**config.mk**
```make
export PLATFORM = sky130hd
export DESIGN_NAME = sync_fifo
export DESIGN_NICKNAME = d
export VERILOG_FILES = /design/src/hdl/sync_fifo.sv
export VERILOG_INCLUDE_DIRS = /design/src /design/src/hdl
export SDC_FILE = /design/constraint.sdc
export NUM_CORES = 1
export LEC_CHECK = 0
export ABC_AREA = 1
export BUFFER_PORTS_ARGS = -buffer_cell sky130_fd_sc_hd__buf_2
export CAP_MARGIN = 30
export CORE_ASPECT_RATIO = 0.75
export CORE_UTILIZATION = 28
export DETAILED_ROUTE_END_ITERATION = 8
export PLACE_DENSITY = 0.49
export SKIP_LAST_GASP = 1
export SLEW_MARGIN = 15
export SYNTH_ARGS = -nofsm -noshare
export SYNTH_HDL_FRONTEND = slang
export SYNTH_SLANG_ARGS = --single-unit
```
**constraint.sdc**
```tcl
create_clock -name clk_mif -period 4.2 [get_ports clk_mif]
set_input_delay 0.63 -clock clk_mif [delete_from_list [all_inputs] [get_ports clk_mif]]
set_output_delay 0.63 -clock clk_mif [all_outputs]
set_load 0.01 [all_outputs]
```
**src/hdl/mig_defs.svh**
```systemverilog
`ifndef MIG_DEFS_SVH
`define MIG_DEFS_SVH

// Command FIFO holds a few queued bursts
`define MIG_CMD_DEPTH 4

// Each data FIFO holds one full 64-word burst
`define MIG_DATA_DEPTH 64

// Width of wr_count and rd_count, as on the controller user port
`define MIG_COUNT_W 7

// Size of the behavioral memory in 128-bit words
`define MIG_MEM_WORDS 256

// Clock edges from reset release to calib_done
`define MIG_CALIB_CYCLES 64

`endif
```
**src/hdl/sync_fifo.sv**
```systemverilog
`timescale 1ns/1ps
`include "mig_defs.svh"

module sync_fifo #(
    parameter type payload_t = logic [7:0],
    parameter int  DEPTH     = 4
) (
    input  logic                    clk_mif,
    input  logic                    rst_n,
    input  logic                    push,
    input  payload_t                push_data,
    input  logic                    pop,
    output payload_t                pop_data,
    output logic                    full,
    output logic                    empty,
    output logic [`MIG_COUNT_W-1:0] count
);

    localparam int PTR_W = (DEPTH > 1) ? $clog2(DEPTH) : 1;
    localparam logic [`MIG_COUNT_W-1:0] DEPTH_C = `MIG_COUNT_W'(DEPTH);
    localparam logic [PTR_W-1:0] LAST_PTR = PTR_W'(DEPTH - 1);

    payload_t mem [DEPTH];

    logic [PTR_W-1:0] wr_ptr;
    logic [PTR_W-1:0] rd_ptr;
    logic             do_push;
    logic             do_pop;

    // Overflowing pushes and underflowing pops are dropped
    assign do_push = push && !full;
    assign do_pop  = pop && !empty;

    assign full  = (count == DEPTH_C);
    assign empty = (count == '0);

    // First-word-fall-through: head entry is always on the output
    assign pop_data = mem[rd_ptr];

    always_ff @(posedge clk_mif) begin
        if (do_push) begin
            mem[wr_ptr] <= push_data;
        end
    end

    always_ff @(posedge clk_mif) begin
        if (!rst_n) begin
            wr_ptr <= '0;
            rd_ptr <= '0;
            count  <= '0;
        end else begin
            if (do_push) begin
                wr_ptr <= (wr_ptr == LAST_PTR) ? '0 : wr_ptr + 1'b1;
            end
            if (do_pop) begin
                rd_ptr <= (rd_ptr == LAST_PTR) ? '0 : rd_ptr + 1'b1;
            end
            // Simultaneous push and pop leave the count as is
            if (do_push && !do_pop) begin
                count <= count + 1'b1;
            end else if (do_pop && !do_push) begin
                count <= count - 1'b1;
            end
        end
    end

    a_count_bound: assert property (@(posedge clk_mif) disable iff (!rst_n)
        count <= DEPTH_C);

    a_full_empty_excl: assert property (@(posedge clk_mif) disable iff (!rst_n)
        !(full && empty));

endmodule

```
---- Yosys cells after proc, flatten, opt, wreduce, memory -nomap -nowiden ----
Memory sizes are Yosys's and may differ from the RTL's. A register that Yosys moved wholly into a read port is not among the register bits.
Index checks and enable logic that the tools add are counted.
word-level totals
  bits in registers ....................... 11
  memory bits (writable) .................. 32
  output and inout port bits .............. 17
  word-level logic and storage cells ...... 29
  memories kept ........................... 1
memories
  memory  words  width  rd ports  clocked after Yosys merged registers in  write ports  RTL line         source
  mem     4      8      1         1                                        1            sync_fifo.sv:23  payload_t mem [DEPTH];
operators by class
  add/subtract/negate cells ............... 4
  equality and inequality tests ........... 3
  multiplexer cells ....................... 8
  reductions and logical operators ........ 10
operators with widths
  operator             count
  $mux 7               2
  $mux 2               4
  $add 7x1->7 const B  1
  $eq 7x3->1 const B   1
  $logic_not 7->1      1
  $sub 7x1->7 const B  1
  $add 2x1->2 const B  2
  $eq 2x2->1 const B   2
  $logic_and 1x1->1    4
  $logic_not 1->1      4
  $mux 1               2
  $reduce_bool 2->1    1

---- Logic depth before layout (Yosys ltp) ----
  depth after elaboration ................. 7
  depth in mapped cells ................... 17
  gate-level depth less buffers ........... 17

---- Worst setup path after synthesis ----
No wires, ideal clock.
  path kind ............................... register -> register
  from .................................... register count[0]
  to ...................................... register count[6]
  setup time .............................. 0.109 ns
  arrival time ............................ 1.983 ns
  required time ........................... 4.091 ns
  slack ................................... 2.108 ns
  stages on the path, launching flop included .. 17
  path buffers ............................ 0
  period minus slack after synthesis ...... 2.092 ns
  path through ............................ dfxtp_1 nor2_1 nand3_1 nor2_2 nor2_2 inv_2 ha_1 inv_1 fa_1 nand2_1 nand2_1 nand3_1 nand2_1 nand2_1 nand3_1 nand2_1 inv_1
on the way
  longest elaborated chain between the ends .. 6
  elaborated cells on any way between the ends .. 15
  those cells by class .................... add/sub: 2; eq/ne: 1; mux: 2; reduce/logical: 10
ends and longest elaborated chain
  element                                      RTL line         source
  start, declared                              sync_fifo.sv:16  output logic [`MIG_COUNT_W-1:0] count
  start signal, assigned                       sync_fifo.sv:60  count <= count + 1'b1;
  start signal, assigned                       sync_fifo.sv:62  count <= count - 1'b1;
  $logic_not 7->1 *                            sync_fifo.sv:35  assign empty = (count == '0);
  named net empty                              sync_fifo.sv:15  output logic empty,
  $logic_not 1->1 *                            sync_fifo.sv:32  assign do_pop = pop && !empty;
  $logic_and 1x1->1 *                          sync_fifo.sv:32
  $logic_not 1->1                              sync_fifo.sv:59  if (do_push && !do_pop) begin
  $logic_and 1x1->1                            sync_fifo.sv:59
  $mux 7 or $reduce_bool 2->1 (tied branches)  -
Mark *: on every way through the listed nets, which the timed path passes. The rest lies on a longest branch. The select of a mux whose other input is x is not followed.
A chain may end at the register's enable or synchronous reset.

==> flow_summary.yaml <==
run_status:
  status: "complete, no violations"
clock_network:
  cts_tree: "built"
  root_buffer: "clkbuf_8"
  postCtsSetupBuffers: 0
  clk_path_buf_depth: 2
  postCtsHoldBufs: 0
  cts-htree-levels: 2
  cts-resized-gates: 0
  cts.sinks: 45
  numCtsBuffers: 5
  clk_latency_ns: 0.29
  path_clk_slew_ns: 0.09
logic_synthesis:
  synth_nets: 232
  synth_compound_area_share_pct: 8.89
  synthMuxAreaShare_pct: 0
  synth-simple-area-share_pct: 16.9
  yosysMostFrequentCell: "nor2_1"
  synth_top_cell_area_share_pct: 46.2
  synth-async-reset-ratio_pct: 0
  synth.top_cells.by_count: "37 x nor2_1, 32 x edfxtp_1, 26 x inv_1, 21 x nand2_1, 20 x o21ai_0"
  yosysTopAreaCell: "edfxtp_1"
  synthAdderAreaFrac_pct: 8.17
  syn-cell-area_um2: 2080
  synth_edf_count: 32
  seq_area_frac_synth_pct: 58.7
  synth_ff_type: "edfxtp_1"
  postSynthCellCount: 207
  synthXorXnorAreaFrac_pct: 1.26
  ys_seq_elements: 45
  synth_top_family_by_area: "simple AND/OR/NAND/NOR gates"
  ys_types: 26
  synth_area_leaders: "edfxtp_1 46%, dfxtp_1 13%, ha_1 7.2%, nor2_1 6.7%, o21ai_0 4.8%"
  yosys_warnings: 0
  synth.avg_cell_area_um2: 10.1
grt:
  antenna_found_initial: 0
  grt_pass1_wl_um: 6620
  first_global_vias: 1311
  grt_max_degree: 18
  gr-total-overflow: 0
  grt_usage_pct: 11.2
routing:
  firstDrtPassIters: 4
  vias: 1413
  wl_per_cell_um: 11.8
  route.final.wire_length_um: 4000
  final_antenna_net_count: 0
  drt-initial-drc-count: 79
  avgViaCountPerCell: 4.17
  route.detailed.drc: 0
run:
  maxCapViolCount: 0
power:
  total_power_mw: 1.68
  p_leak_nw: 1.07
  powerDensity_nw_per_um2: 681
  ir_worst_vdd_mv: 0.176
sta:
  min_period_ns: 2.34
  slew_viol_final: 0
  hold_viol_final: 0
  period_share_pct: 55.7
  slew_headroom_pct: 44.3
  worstMarginPinSlew_ns: 0.833
  hold_ws_ns: 0.531
  rsz0062_at_grt: "no"
  setup_tns_ns: 0
  fmax_mhz: 427
  worst_clock_skew_ns: 0.00432
  setup_viol: 0
critical_path:
  critPathMaxFanout: 17
  cp_data_required_time_ns: 3.57
  critPathSlowestCell: "dfxtp_1"
  cp_top_family: "flip-flops"
  reg2reg_slack_ns: 1.91
  path_class: "reg2out"
  cp.arrival_ns: 1.71
  end_kind: "output pin"
  slowest_delay_ns: 0.69
  cp_num_buf_inv: 2
  startpoint_type: "flop"
  cp_cell_sequence: "inv_2 -> o21ai_0 -> o22ai_1 -> buf_2"
placed_design:
  io_buffers: 28
  gp_congestion: 0.761
  dpl_cell_area_um2: 2330
  hpwlAfterDp_um: 2820
floorplan:
  die-height_um: 76.7
  pin_count: 29
  die-area_um2: 7790
  die_x_um: 102
  num_rows: 26
  core_um2: 6990
  start_util_pct: 29.8
finish:
  layout-drive-gt1-share_pct: 20.3
  num_antenna_cells: 0
  nets: 265
  post-route-util_pct: 35.3
  design_area_um2: 2470
  syn_to_final_growth_pct: 18.6
hold_path:
  hold_path.class: "reg2reg"
through the flow:
stage	setup slack, ns	std cells
global placement	1.92	331
CTS	1.82	339
floorplan	2.11	207
finish	1.86	339
global route	1.62	339
detailed placement	1.91	331
final cells by class:
| cell class | count | area (um^2) |
|---|---|---|
| Clock buffer | 5 | 68.8 |
| Clock inverter | 3 | 68.8 |
| Fill cell | 706 | 4520 |
| Inverter | 30 | 115 |
| Multi-Input combinational cell | 130 | 733 |
| Sequential cell | 45 | 1220 |
| Tap cell | 98 | 123 |
| Timing Repair Buffer | 28 | 140 |
metal layers:
layer | vias to the layer above | wire [um] | track usage [%] | share of wire, %
li1 | 751 | - | - | -
met1 | 637 | 2200 | 16.9 | 55
met2 | 23 | 1590 | 15.1 | 40
met3 | 2 | 178 | 3.10 | 4.5
met4 | 0 | 36 | 3.91 | 0.90
met5 | - | 0 | 0 | 0
cells in the final DEF (no fill, tap or decap), types with 2 or more instances in the layout:
cell       netlist  layout
inv_1           26      26
edfxtp_1        32      32
bufinv_16        0       2
o22ai_1          8       8
nand3_1          9       9
nor2_1          37      37
xor2_1           2       2
clkbuf_8         0       5
ha_1            12      12
a21oi_1          6       6
nand2_1         21      21
o21ai_0         20      20
dfxtp_1         13      13
nor2_2           5       5
inv_2            3       3
buf_2            1      28
worst register-to-register path, stage by stage, from the launching register on:
cell	delay [ns]
dfxtp_1	0.41
nor3_2	0.22
nand3_2	0.16
nand2_4	0.13
inv_4	0.05
ha_1	0.22
inv_1	0.21
ha_1	0.31
nand2_1	0.08
nand2_1	0.07
nand3_1	0.08
nand2_1	0.05
nand2_1	0.05
nand3_1	0.06
nand2_1	0.06
inv_1	0.03
final timing paths:
path,from,endpoint,cells past startpoint
worst max-delay path,flop,pop_data[7],4
worst max register to register,count[0]$_SDFFE_PN0P_,count[6]$_SDFFE_PN0P_,15
worst min register to register,wr_ptr[1]$_SDFFE_PN0P_,wr_ptr[1]$_SDFFE_PN0P_,2
worst min-delay path,wr_ptr[1]$_SDFFE_PN0P_,wr_ptr[1]$_SDFFE_PN0P_,2
sequential cells by signal, indices dropped and copies added, names as in the netlist, named ones only:
signal  flops
mem        32
rd_ptr      2
wr_ptr      2
count       7
cells by family after synthesis:
group	Yosys count
AND/OR/NAND/NOR	79
flip-flops	45
AO/OA/AOI/OAI	35
buffers and inverters	32
adder cells (fa/ha/maj)	13
XOR/XNOR	3
where the power goes:
part	leakage (nW)	switching (mW)	internal [mW]
logic	0.596	0.395	0.259
clock network	0.0687	0.148	0.239
registers	0.402	0.0872	0.554
total	1.07	0.630	1.05
Note: power is estimated with default switching activity, not from simulation.
